`config.mk`:
```
export PLATFORM = sky130hd
export DESIGN_NAME = motion_top
export DESIGN_NICKNAME = d
export VERILOG_FILES = /design/src/common/motion_pkg.sv /design/src/hdl/motion_top.sv /design/src/hdl/quad_decoder.sv /design/src/hdl/spi_word_rx.sv /design/src/motion/command_decoder.sv /design/src/motion/dda_stepper.sv /design/src/motion/move_queue.sv
export VERILOG_INCLUDE_DIRS = /design/src /design/src/common
export SDC_FILE = /design/constraint.sdc
export NUM_CORES = 1
export LEC_CHECK = 0
export BUFFER_PORTS_ARGS = -buffer_cell sky130_fd_sc_hd__buf_2
export CORE_UTILIZATION = 30
export CTS_CLUSTER_DIAMETER = 60
export DETAILED_ROUTE_END_ITERATION = 10
export SLEW_MARGIN = 20
export SYNTH_ARGS = -nofsm -noshare
export SYNTH_HDL_FRONTEND = slang
export SYNTH_HIERARCHICAL = 1
export SYNTH_SLANG_ARGS = --single-unit
```
`constraint.sdc`:
```
create_clock -name CLK -period 10.2 [get_ports CLK]
set_clock_uncertainty 0.05 [all_clocks]
set_input_delay 2.04 -clock CLK [delete_from_list [all_inputs] [get_ports CLK]]
set_output_delay 2.04 -clock CLK [all_outputs]
set_load 0.05 [all_outputs]
```
`src/common/motion_config.svh`:
```
`ifndef MOTION_CONFIG_SVH
`define MOTION_CONFIG_SVH

// SPI word and field widths
`define WORD_W 64
`define HEADER_W 8
`define DURATION_W 32
`define RATE_W 40
`define ACCUM_W 48
`define DIVISOR_W 8
`define ENC_W 48

// Command codes, carried in word bits 63:56
`define CMD_MOTOR_ENABLE 8'h01
`define CMD_CLK_DIVISOR 8'h02
`define CMD_API_VERSION 8'h03
`define CMD_COORDINATED_STEP 8'h04

// Version bytes returned after API_VERSION
`define VERSION_MAJOR 8'd0
`define VERSION_MINOR 8'd2
`define VERSION_PATCH 8'd1

// CLK cycles per DDA tick out of reset
`define DEFAULT_CLK_DIVISOR 8'd40

// Removed from the DDA accumulator on every step, 2**32
`define DDA_THRESHOLD 48'sd4294967296

// Pending moves held between decoder and stepper
`define MOVE_QUEUE_DEPTH 4

`endif

```
`src/common/motion_pkg.sv`:
```
package motion_pkg;

  `include "motion_config.svh"

  // Raw SPI word, MSB first on the wire
  typedef logic [`WORD_W-1:0] word_t;

  // Command code from the top byte
  typedef logic [`HEADER_W-1:0] header_t;

  // Move length in DDA ticks
  typedef logic [`DURATION_W-1:0] duration_t;

  // Signed increment and increment-increment
  typedef logic signed [`RATE_W-1:0] rate_t;

  // Signed substep accumulator
  typedef logic signed [`ACCUM_W-1:0] accum_t;

  // CLK cycles per DDA tick
  typedef logic [`DIVISOR_W-1:0] divisor_t;

  // Signed shaft position
  typedef logic signed [`ENC_W-1:0] enc_count_t;

  // Which word of a command is expected next
  typedef enum logic [1:0] {
    DEC_HEADER,
    DEC_DURATION,
    DEC_INCREMENT,
    DEC_INCR_INCR
  } decode_state_t;

endpackage

```
`src/hdl/motion_top.sv`:
```
module motion_top
  import motion_pkg::*;
(
  input  logic CLK,
  input  logic rst,
  input  logic sck,
  input  logic cs_n,
  input  logic copi,
  output logic cipo,
  input  logic enc_a,
  input  logic enc_b,
  output logic step,
  output logic dir,
  output logic motor_enable,
  output logic led
);

  // SPI word link
  word_t word_data;
  word_t reply_word;
  logic word_valid;

  // Decoder to queue
  logic push_valid;
  logic push_ready;
  logic push_dir;
  duration_t push_duration;
  rate_t push_increment;
  rate_t push_incr_incr;

  // Queue to stepper
  logic move_valid;
  logic move_ready;
  logic move_dir;
  duration_t move_duration;
  rate_t move_increment;
  rate_t move_incr_incr;

  divisor_t clk_divisor;
  enc_count_t enc_count;
  logic enc_fault;

  spi_word_rx u_spi (
    .CLK(CLK), .rst(rst), .sck(sck), .cs_n(cs_n), .copi(copi), .cipo(cipo),
    .reply_word(reply_word), .word_valid(word_valid), .word_data(word_data)
  );

  command_decoder u_decoder (
    .CLK(CLK), .rst(rst), .word_valid(word_valid), .word_data(word_data),
    .reply_word(reply_word), .motor_enable(motor_enable), .clk_divisor(clk_divisor),
    .push_valid(push_valid), .push_ready(push_ready), .push_dir(push_dir),
    .push_duration(push_duration), .push_increment(push_increment),
    .push_incr_incr(push_incr_incr), .enc_count(enc_count), .enc_fault(enc_fault),
    .led(led)
  );

  move_queue u_queue (
    .CLK(CLK), .rst(rst), .push_valid(push_valid), .push_ready(push_ready),
    .push_dir(push_dir), .push_duration(push_duration), .push_increment(push_increment),
    .push_incr_incr(push_incr_incr), .move_valid(move_valid), .move_ready(move_ready),
    .move_dir(move_dir), .move_duration(move_duration), .move_increment(move_increment),
    .move_incr_incr(move_incr_incr)
  );

  // busy stays inside the stepper, watched from the testbench
  dda_stepper u_stepper (
    .CLK(CLK), .rst(rst), .motor_enable(motor_enable), .clk_divisor(clk_divisor),
    .move_valid(move_valid), .move_ready(move_ready), .move_dir(move_dir),
    .move_duration(move_duration), .move_increment(move_increment),
    .move_incr_incr(move_incr_incr), .step(step), .dir(dir), .busy()
  );

  quad_decoder u_encoder (
    .CLK(CLK), .rst(rst), .enc_a(enc_a), .enc_b(enc_b),
    .count(enc_count), .fault(enc_fault)
  );

endmodule

```
`src/hdl/quad_decoder.sv`:
```
module quad_decoder
  import motion_pkg::*;
(
  input  logic       CLK,
  input  logic       rst,
  input  logic       enc_a,
  input  logic       enc_b,
  output enc_count_t count,
  output logic       fault
);

  // Pairs are {a, b}
  logic [1:0] ab_meta;
  logic [1:0] ab_sync;
  logic [1:0] ab_prev;

  // Synchronizers run through reset
  always_ff @(posedge CLK) begin
    ab_meta <= {enc_a, enc_b};
    ab_sync <= ab_meta;
  end

  always_ff @(posedge CLK) begin
    if (rst) begin
      // Track the pins so release gives no false edge
      ab_prev <= ab_sync;
      count <= '0;
      fault <= 1'b0;
    end else begin
      ab_prev <= ab_sync;
      case ({ab_prev, ab_sync})
        // 00 -> 01 -> 11 -> 10 forward
        4'b0001, 4'b0111, 4'b1110, 4'b1000: count <= count + 1'b1;
        // Reverse order
        4'b0010, 4'b1011, 4'b1101, 4'b0100: count <= count - 1'b1;
        // Both bits moved, position lost
        4'b0011, 4'b1100, 4'b0110, 4'b1001: fault <= 1'b1;
        default: ;
      endcase
    end
  end

endmodule

```
`src/hdl/spi_word_rx.sv`:
```
module spi_word_rx
  import motion_pkg::*;
(
  input  logic  CLK,
  input  logic  rst,
  input  logic  sck,
  input  logic  cs_n,
  input  logic  copi,
  output logic  cipo,
  input  word_t reply_word,
  output logic  word_valid,
  output word_t word_data
);

  localparam int WORD_BITS = $bits(word_t);
  localparam int CNT_W = $clog2(WORD_BITS);

  // Two flops to sync, third one for edge detect
  logic [2:0] sck_sync;
  logic [2:0] cs_sync;
  logic [1:0] copi_sync;

  logic sck_rise;
  logic sck_fall;
  logic cs_fall;
  logic cs_active;

  logic [CNT_W-1:0] bit_cnt;
  word_t rx_shift;
  word_t tx_shift;

  assign sck_rise = sck_sync[1] & ~sck_sync[2];
  assign sck_fall = ~sck_sync[1] & sck_sync[2];
  assign cs_fall = ~cs_sync[1] & cs_sync[2];
  assign cs_active = ~cs_sync[1];

  // MSB of the reply goes out first
  assign cipo = tx_shift[WORD_BITS-1];

  always_ff @(posedge CLK) begin
    if (rst) begin
      sck_sync <= '0;
      cs_sync <= '1;
      bit_cnt <= '0;
      word_valid <= 1'b0;
    end else begin
      sck_sync <= {sck_sync[1:0], sck};
      cs_sync <= {cs_sync[1:0], cs_n};
      word_valid <= 1'b0;
      if (!cs_active) begin
        // Deselect drops any partial word
        bit_cnt <= '0;
      end else if (sck_rise) begin
        bit_cnt <= bit_cnt + 1'b1;
        // Count wraps to zero after the last bit
        if (bit_cnt == CNT_W'(WORD_BITS - 1)) begin
          word_valid <= 1'b1;
        end
      end
    end
  end

  // Shift registers and data synchronizer
  always_ff @(posedge CLK) begin
    copi_sync <= {copi_sync[0], copi};
    if (cs_active && sck_rise) begin
      rx_shift <= {rx_shift[WORD_BITS-2:0], copi_sync[1]};
      if (bit_cnt == CNT_W'(WORD_BITS - 1)) begin
        word_data <= {rx_shift[WORD_BITS-2:0], copi_sync[1]};
      end
    end
    // Load reply at select, shift on falling SCK
    if (cs_fall) begin
      tx_shift <= reply_word;
    end else if (cs_active && sck_fall) begin
      tx_shift <= {tx_shift[WORD_BITS-2:0], 1'b0};
    end
  end

endmodule

```
`src/motion/command_decoder.sv`:
```
`include "motion_config.svh"

module command_decoder
  import motion_pkg::*;
(
  input  logic       CLK,
  input  logic       rst,
  input  logic       word_valid,
  input  word_t      word_data,
  output word_t      reply_word,
  output logic       motor_enable,
  output divisor_t   clk_divisor,
  output logic       push_valid,
  input  logic       push_ready,
  output logic       push_dir,
  output duration_t  push_duration,
  output rate_t      push_increment,
  output rate_t      push_incr_incr,
  input  enc_count_t enc_count,
  input  logic       enc_fault,
  output logic       led
);

  decode_state_t state;
  header_t header;

  // Sticky until reset, SPI cannot be stalled
  logic overflow;
  // Next reply carries version bytes
  logic version_reply;

  assign header = word_data[`WORD_W-1 -: `HEADER_W];

  // Reply follows live count and flags
  always_comb begin
    reply_word = '0;
    reply_word[`WORD_W-1] = overflow;
    reply_word[`WORD_W-2] = enc_fault;
    if (version_reply) begin
      reply_word[23:0] = {`VERSION_MAJOR, `VERSION_MINOR, `VERSION_PATCH};
    end else begin
      reply_word[`ENC_W-1:0] = enc_count;
    end
  end

  always_ff @(posedge CLK) begin
    if (rst) begin
      state <= DEC_HEADER;
      motor_enable <= 1'b0;
      clk_divisor <= `DEFAULT_CLK_DIVISOR;
      push_valid <= 1'b0;
      overflow <= 1'b0;
      version_reply <= 1'b0;
      led <= 1'b0;
    end else begin
      push_valid <= 1'b0;
      // Move is lost if queue was full
      if (push_valid && !push_ready) begin
        overflow <= 1'b1;
      end
      if (word_valid) begin
        led <= ~led;
        version_reply <= 1'b0;
        case (state)
          DEC_HEADER: begin
            case (header)
              `CMD_MOTOR_ENABLE: motor_enable <= word_data[0];
              `CMD_CLK_DIVISOR: begin
                // Zero divisor would stall the tick
                if (word_data[7:0] != 8'd0) begin
                  clk_divisor <= word_data[`DIVISOR_W-1:0];
                end
              end
              `CMD_API_VERSION: version_reply <= 1'b1;
              `CMD_COORDINATED_STEP: state <= DEC_DURATION;
              default: ;
            endcase
          end
          DEC_DURATION: state <= DEC_INCREMENT;
          DEC_INCREMENT: state <= DEC_INCR_INCR;
          DEC_INCR_INCR: begin
            // Whole move collected
            push_valid <= 1'b1;
            state <= DEC_HEADER;
          end
          default: state <= DEC_HEADER;
        endcase
      end
    end
  end

  // Move fields, held until the push
  always_ff @(posedge CLK) begin
    if (word_valid) begin
      case (state)
        DEC_HEADER: begin
          if (header == `CMD_COORDINATED_STEP) begin
            push_dir <= word_data[0];
          end
        end
        DEC_DURATION: push_duration <= word_data[`DURATION_W-1:0];
        DEC_INCREMENT: push_increment <= word_data[`RATE_W-1:0];
        DEC_INCR_INCR: push_incr_incr <= word_data[`RATE_W-1:0];
        default: ;
      endcase
    end
  end

endmodule

```
`src/motion/dda_stepper.sv`:
```
`include "motion_config.svh"

module dda_stepper
  import motion_pkg::*;
(
  input  logic      CLK,
  input  logic      rst,
  input  logic      motor_enable,
  input  divisor_t  clk_divisor,
  input  logic      move_valid,
  output logic      move_ready,
  input  logic      move_dir,
  input  duration_t move_duration,
  input  rate_t     move_increment,
  input  rate_t     move_incr_incr,
  output logic      step,
  output logic      dir,
  output logic      busy
);

  divisor_t tick_cnt;
  duration_t ticks_left;
  logic first_tick;
  logic tick;

  // Held copy of the running move
  rate_t increment;
  rate_t incr_incr;
  rate_t rate;

  // Remainder carries over between moves
  accum_t acc;

  rate_t rate_next;
  accum_t acc_sum;

  // Pull the next move only when idle and enabled
  assign move_ready = ~busy & motor_enable;

  // Divider paused while disabled, move frozen
  assign tick = busy && motor_enable && (tick_cnt >= divisor_t'(clk_divisor - 1'b1));

  always_comb begin
    rate_next = first_tick ? increment : rate + incr_incr;
    acc_sum = acc + accum_t'(rate_next);
  end

  always_ff @(posedge CLK) begin
    if (rst) begin
      busy <= 1'b0;
      step <= 1'b0;
      dir <= 1'b0;
      acc <= '0;
      tick_cnt <= '0;
      first_tick <= 1'b0;
    end else begin
      step <= 1'b0;
      if (move_valid && move_ready) begin
        // Zero length move is consumed without running
        busy <= (move_duration != '0);
        dir <= move_dir;
        first_tick <= 1'b1;
        tick_cnt <= '0;
      end else if (tick) begin
        tick_cnt <= '0;
        first_tick <= 1'b0;
        // Crossing zero means one full step
        if (acc_sum > 0) begin
          step <= 1'b1;
          acc <= acc_sum - `DDA_THRESHOLD;
        end else begin
          acc <= acc_sum;
        end
        if (ticks_left == duration_t'(1)) begin
          busy <= 1'b0;
        end
      end else if (busy && motor_enable) begin
        tick_cnt <= tick_cnt + 1'b1;
      end
    end
  end

  // Move payload
  always_ff @(posedge CLK) begin
    if (move_valid && move_ready) begin
      ticks_left <= move_duration;
      increment <= move_increment;
      incr_incr <= move_incr_incr;
    end else if (tick) begin
      ticks_left <= ticks_left - 1'b1;
      rate <= rate_next;
    end
  end

endmodule

```
`src/motion/move_queue.sv`:
```
`include "motion_config.svh"

module move_queue
  import motion_pkg::*;
#(
  parameter int DEPTH = `MOVE_QUEUE_DEPTH
) (
  input  logic      CLK,
  input  logic      rst,
  input  logic      push_valid,
  output logic      push_ready,
  input  logic      push_dir,
  input  duration_t push_duration,
  input  rate_t     push_increment,
  input  rate_t     push_incr_incr,
  output logic      move_valid,
  input  logic      move_ready,
  output logic      move_dir,
  output duration_t move_duration,
  output rate_t     move_increment,
  output rate_t     move_incr_incr
);

  localparam int AW = $clog2(DEPTH);

  // Extra MSB tells full from empty
  logic [AW:0] wr_ptr;
  logic [AW:0] rd_ptr;

  logic      dir_mem [DEPTH];
  duration_t dur_mem [DEPTH];
  rate_t     inc_mem [DEPTH];
  rate_t     incinc_mem [DEPTH];

  logic empty;
  logic full;
  logic do_push;
  logic do_pop;

  assign empty = (wr_ptr == rd_ptr);
  assign full = (wr_ptr[AW] != rd_ptr[AW]) && (wr_ptr[AW-1:0] == rd_ptr[AW-1:0]);
  assign push_ready = ~full;
  assign move_valid = ~empty;
  assign do_push = push_valid && push_ready;
  assign do_pop = move_valid && move_ready;

  // Head comes straight from storage
  assign move_dir = dir_mem[rd_ptr[AW-1:0]];
  assign move_duration = dur_mem[rd_ptr[AW-1:0]];
  assign move_increment = inc_mem[rd_ptr[AW-1:0]];
  assign move_incr_incr = incinc_mem[rd_ptr[AW-1:0]];

  always_ff @(posedge CLK) begin
    if (rst) begin
      wr_ptr <= '0;
      rd_ptr <= '0;
    end else begin
      if (do_push) wr_ptr <= wr_ptr + 1'b1;
      if (do_pop) rd_ptr <= rd_ptr + 1'b1;
    end
  end

  always_ff @(posedge CLK) begin
    if (do_push) begin
      dir_mem[wr_ptr[AW-1:0]] <= push_dir;
      dur_mem[wr_ptr[AW-1:0]] <= push_duration;
      inc_mem[wr_ptr[AW-1:0]] <= push_increment;
      incinc_mem[wr_ptr[AW-1:0]] <= push_incr_incr;
    end
  end

endmodule

```
==> results.md, run 1 <==
* Setup violators final at 0
* Required time worst endpoint at roughly 11 ns
* # hold bufs at CTS at 0
* Final net count at roughly 3.5k
* Detailed Routing Iterations Pass 1 at 5
* Combinational Power Share at about 6.4%
* FF/Latch Area at between 20000 and 30000 um2
* Remaining DRCs at 0
* Reg power frac at about half
* Cell Int Power at approximately 0.007 W
* I/O pins at 12
* Post-route ant nets at 0
* Clock transition at path regs at around 0.060 ns
* Starting Density at between 30% and 40%
* # fillers at between 10k and 15k
* Final Hold Viols at 0
* Worst Setup End Kind: register
* Via-per-instance ratio at about 4.9
* Yosys warnings at 6
* Worst-margin pin slew at about 1.1 ns
* Worst EP arrival at just under 9 ns
* Routed vias at between 20k and 30k
* Count of input and output buffers at 11
* Max Cap Viol at 0
* H-tree depth at 3
* RSZ-0062 raised after global routing: false
* P_sw at a little over 0.002 W
* Mean Syn Cell Area at around 14 um2
* Slew margin rel. at between 20 and 30%
* Pwr Density at about 170 nW/um2
* Clk Tree Root Cell: clkbuf_16
* CTS Buf Count at about 110
* Clock Path Buffers at 3
* Row count at around 150
* Clock share of power at a little over two fifths
* Clock latency on the worst-skew pair at approximately 0.73 ns
* Setup TNS at 0 ns
* First-pass GRT wire length at roughly 160000 um
* # clock sinks at roughly 1.0k
* Status: complete, no violations
* Global Route Usage Sum at between 10 and 15%
* CP max stage delay at roughly 0.68 ns
* Multi-input logic area at ~16000 um2
* Die Height at between 300 and 400 um
* CP max stage cell: nand4_1
* Final worst-path cycle share at 81.3%
* Fin. max-slew vios at 0
* Vias in the first global route at about 28k
* Total wire length at ~100000 um
* Post-CTS Resized at 0
* Core area at approximately 160000 um2
* Design area at roughly 53000 um2
* Crit-path max FO at 20
* Switching share of power at ~23%
* Antenna diode count at 0
* Minimum clock period at 8.29 ns
* Grt ovf at 0
* Wire per inst at roughly 18 um
* GPL Wtd Cong at between 0.9 and 1
* Share of layout cells above drive strength 1 at a little over an eighth
* Dpl hpwl at between 60000 and 70000 um
* Initial antenna violation count at 1
* Mapped Cells at between 3k and 4k
* Setup CP Type: register to register
* Die extent in x at approximately 400 um
* Iteration-0 DRC Markers at roughly 1.7k
* Setup crit start kind: register
* Postcts setup bufs at 0
* Leakage at 17.6 nW
* CTS tree: built
* Largest net degree at the start of global routing at about 110
* Worst hold-check path type: register to register
* Area Growth Syn to Fin at 11.7%
* Max Clk Rate at ~0.12 GHz
* Die ar. at around 160000 um2
* Cell Area, Placed at slightly below 50000 um2
* Mapped Area at roughly 47000 um2
* Max VDD drop at roughly 140 uV
cells in the final DEF, fill, tap and decap left out, types with 21 or more instances in the layout:
cell type and instances:
a211oi_1 22, a21o_1 60, a21oi_1 234, a31oi_1 27
and3_1 24, buf_4 27, clkbuf_1 21, clkbuf_16 107
clkinv_2 23, dfxtp_1 149, edfxtp_1 892, ha_1 157
inv_1 64, mux2_4 59, mux4_2 113, nand2_1 286
nand2b_1 21, nand3_1 62, nand4_1 58, nor2_1 149
nor2b_1 65, nor3_1 53, nor4_1 30, o21a_1 26
o21ai_0 146, o21bai_1 24, xnor2_1 82, xor2_1 67
sequential cells by signal, indices dropped and copies added (netlist names), 48 cells and up, named ones only:
register / count
u_queue/dur_mem: 128
u_stepper/acc: 48
u_queue/incinc_mem: 160
u_spi/word_data: 48
u_queue/inc_mem: 160
u_encoder/count: 48
u_spi/rx_shift: 63
u_spi/tx_shift: 64
worst max-delay path: cells and delay by family (launching register included):
| family | cells | cell delay, ns |
|---|---|---|
| compound gates | 17 | 4.44 |
| xor+xnor | 1 | 0.28 |
| fa+ha+maj | 4 | 1.38 |
| flops | 1 | 0.36 |
| simple gates | 4 | 1.71 |
worst paths after layout:
| kind | start | end | slack, ns | depth (start not counted) |
|---|---|---|---|---|
| min | u_encoder/ab_meta[1] | u_encoder/ab_sync[1] | 0.28 | 0 |
| min reg2reg | u_encoder/ab_meta[1] | u_encoder/ab_sync[1] | 0.28 | 0 |
| max | u_stepper/incr_incr[0] | u_stepper/acc[45] | 1.91 | 26 |
| max reg2reg | u_stepper/incr_incr[0] | u_stepper/acc[45] | 1.91 | 26 |
metal layers:
metal,up-vias,wire length [um],track usage [%]
li1,13000,-,-
met1,13600,46500,17.0
met2,429,47800,20.9
met3,144,3420,1.85
met4,0,2400,3.68
met5,-,0,0
per-stage QoR:
stage | std cells | hold WS [ns] | power [W] | util [%] | worst slack [ns]
5_1_grt | 5513 | 0.303 | 0.00941 | 33.7 | 1.19
2_1_floorplan | 3374 | 0.260 | 0.00526 | - | 3.24
3_5_place_dp | 5313 | 0.262 | 0.00535 | 31.5 | 1.98
4_1_cts | 5512 | 0.291 | 0.00919 | 33.7 | 1.99
3_3_place_gp | 5313 | 0.264 | 0.00534 | 31.5 | 2.02
6_report | 5513 | 0.284 | 0.00907 | 33.7 | 1.91
cell type report:
| class | count | area share [%] |
|---|---|---|
| Sequential cell | 1045 | 56.7 |
| Multi-Input combinational cell | 2105 | 30.8 |
| Clock buffer | 132 | 5.34 |
| Tap cell | 2058 | 4.89 |
| Clock inverter | 67 | 1.20 |
| Timing Repair Buffer | 40 | 0.594 |
| Inverter | 66 | 0.477 |
power groups by stage:
stage / registers (W) / clock network (W) / logic, W
floorplan: 0.00475 / 0 / 0.000509
global placement: 0.00477 / 0 / 0.000576
detailed placement: 0.00477 / 0 / 0.000581
CTS: 0.00468 / 0.00393 / 0.000586
global route: 0.00468 / 0.00409 / 0.000644
finish: 0.00468 / 0.00381 / 0.000580
(Power assumes the default switching activity.)
==> run 2, diff against run 1 <==
Settings changed: ABC_AREA set to 1.
Clock period 10.2 ns to 7.84 ns, I/O delays scaled along.
==> run 2 against run 1 <==
The run now ends with DRC left. Synthesized area is 5.6% higher. Routed wire length increased by 20%. Sequential cell count unchanged. Critical path depth is 10 higher. Combinational power up 19%. Largest cell class unchanged.
==> results.md, run 2 <==
* Leakage at 22.3 nW (+27%)
* Mapped Area at 49800 um2 (+5.6%)
* Largest net degree at the start of global routing at 146 (+28%)
* Clk Tree Root Cell: clkbuf_16
* Count of input and output buffers at 11 (unchanged)
* CP max stage cell: o21ai_0
* Setup violators final at 0 (unchanged)
* Required time worst endpoint at 8.34 ns (-2.42 ns)
* Die Height at 409 um (+2.8%)
* Routed vias at 35.1k (+29%)
* Minimum clock period at 6.43 ns (-1.85 ns)
* Final net count at 5377 (+52%)
* Mean Syn Cell Area at 9.58 um2 (-32%)
* # fillers at 16.6k (+11%)
* Failing checks: DRC
* CTS Buf Count at 117 (+10%)
* Worst Setup SP: u_stepper/incr_incr[8]
* Row count at 149 (+2.8%)
* H-tree depth at 3 (unchanged)
* Max Clk Rate at 0.155 GHz (+29%)
* Detailed Routing Iterations Pass 1 at 9 (+4)
* Crit-path max FO at 16 (-20%)
* Starting Density at 30.2% (about the same)
* Mapped Cells at 5197 (+55%)
* Worst EP arrival at 6.94 ns (-1.91 ns)
* Die ar. at 168000 um2 (+5.6%)
* RSZ-0062 raised after global routing: false
* Area Growth Syn to Fin at 12.6%
* Slew margin rel. at 27.5% (-1.1 points)
* Met3 WL post-DR at 6040 um (+77%)
* Worst Min Path Start: u_encoder/ab_meta[1]
* # clock sinks at 1045 (unchanged)
* Commonest non-fill, non-tap cells in the layout: nand2_1, edfxtp_1, nor2_1
* CTS tree: built
* Iteration-0 DRC Markers at 2499 (+45%)
* Yosys warnings at 6 (unchanged)
* Worst R2R Start: u_stepper/incr_incr[8]
* Clock Path Buffers at 3 (unchanged)
* Met2 WL at 54100 um (+13%)
* Via-per-instance ratio at 4.67 (-5.1%)
* # hold bufs at CTS at 0 (unchanged)
* Core area at 165000 um2 (+5.6%)
* Share of layout cells above drive strength 1 at 6.80% (-6.8 points)
* Status: finished with violations
* Setup CP Type: register to register
* Postcts setup bufs at 0 (unchanged)
* Vias in the first global route at 33.7k (+22%)
* Final Hold Viols at 0 (unchanged)
* Max Cap Viol at 0 (unchanged)
* Worst Setup End Kind: register
* Cell mode on critical path: nand2_1
* Grt ovf at 0 (unchanged)
* GPL Wtd Cong at 0.899 (-1.6%)
* Top layer in use: met4
* Most common cell after layout, fill and taps aside: nand2_1
* Fin. max-slew vios at 0 (unchanged)
* First-pass GRT wire length at 189000 um (+20%)
* Met1 Wirelength at 57200 um (+23%)
* I/O pins at 12 (unchanged)
* Global Route Usage Sum at 14.1% (+1.6 points)
* Total wire length at 120000 um (+20%)
* Worst-margin pin slew at 1.09 ns (+0.0172 ns)
* Worst hold-check path type: register to register
* FF/Latch Area at 29900 um2 (about the same)
* Final worst-path cycle share at 82.1% (+0.81 points)
* Initial antenna violation count at 1 (unchanged)
* Wire per inst at 16.0 um (-12%)
* Post-route ant nets at 0 (unchanged)
* Clock transition at path regs at 0.06 ns (about the same)
* Post-CTS Resized at 0 (unchanged)
* CP max stage delay at 0.42 ns (-0.26 ns)
* Multi-input logic area at 16700 um2 (+2.9%)
* Clock latency on the worst-skew pair at 0.74 ns (about the same)
* Max VDD drop at 178 uV (+23%)
* Setup crit start kind: register
* Dpl hpwl at 79100 um (+24%)
* Remaining DRCs at 4 (+4)
* Die extent in x at 409 um (+2.8%)
* Setup TNS at 0 ns (unchanged)
* Pwr Density at 221 nW/um2 (+28%)
* Overall Power at 0.0124 W (+37%)
run 2: changes by cell type in the layout (fill, tap and decap cells not counted), moves of 48 or more:
cell	previous run	this run
o22ai_1	6	114
nand2_1	286	1120
nand3_1	62	263
mux4_2	113	0
a21oi_1	234	181
o21ai_0	146	323
mux2_4	59	0
o21ai_1	12	60
nor2_1	149	741
xnor2_1	82	29
inv_1	64	625
nor2b_1	65	1
run 2: power breakdown:
group | leakage, nW | total, W | switching [W] | internal, W
clock network | 1.95 | 0.00564 | 0.00233 | 0.00330
registers | 9.20 | 0.00608 | 0.0000594 | 0.00602
logic | 11.2 | 0.000691 | 0.000465 | 0.000226
run 2: metal layers:
metal / track usage (%) / vias to the layer above
li1: - / 17500
met1: 20.0 / 16700
met2: 22.5 / 729
met3: 1.93 / 161
met4: 3.91 / 0
met5: 0 / -
run 2: worst max-delay path, delay by kind of cell, from the launching register on:
kind / cells / cell delay [ns]
simple gates: 18 / 2.35
compound gates: 10 / 1.93
xor+xnor: 1 / 0.25
fa+ha+maj: 3 / 0.95
buf+inv: 4 / 0.34
flops: 1 / 0.38
run 2: worst paths after layout:
kind | to | slack, ns | cells after the start
setup / recovery | u_stepper/acc[42] | 1.41 | 36
hold / removal | u_encoder/ab_sync[1] | 0.28 | 0
setup reg to reg | u_stepper/acc[42] | 1.41 | 36
hold reg to reg | u_encoder/ab_sync[1] | 0.28 | 0
run 2: layout make-up:
cell class | count | area share, %
Multi-Input combinational cell | 3351 | 29.7
Antenna cell | 1 | 0.00446
Clock buffer | 133 | 5.38
Inverter | 650 | 4.37
Timing Repair Buffer | 45 | 0.564
Clock inverter | 88 | 1.84
Sequential cell | 1045 | 53.2
Tap cell | 2189 | 4.88
run 2: metrics by stage:
stage | cells | worst slack, ns | util (%) | hold slack (ns) | instance area, um2
2_1_floorplan | 5210 | 1.68 | - | 0.260 | 49900
3_3_place_gp | 7280 | 1.59 | 31.6 | 0.260 | 52100
3_5_place_dp | 7280 | 1.52 | 31.6 | 0.262 | 52100
4_1_cts | 7501 | 1.40 | 34.0 | 0.276 | 56100
5_1_grt | 7501 | 0.761 | 34.0 | 0.285 | 56100
6_report | 7502 | 1.41 | 34.0 | 0.275 | 56100
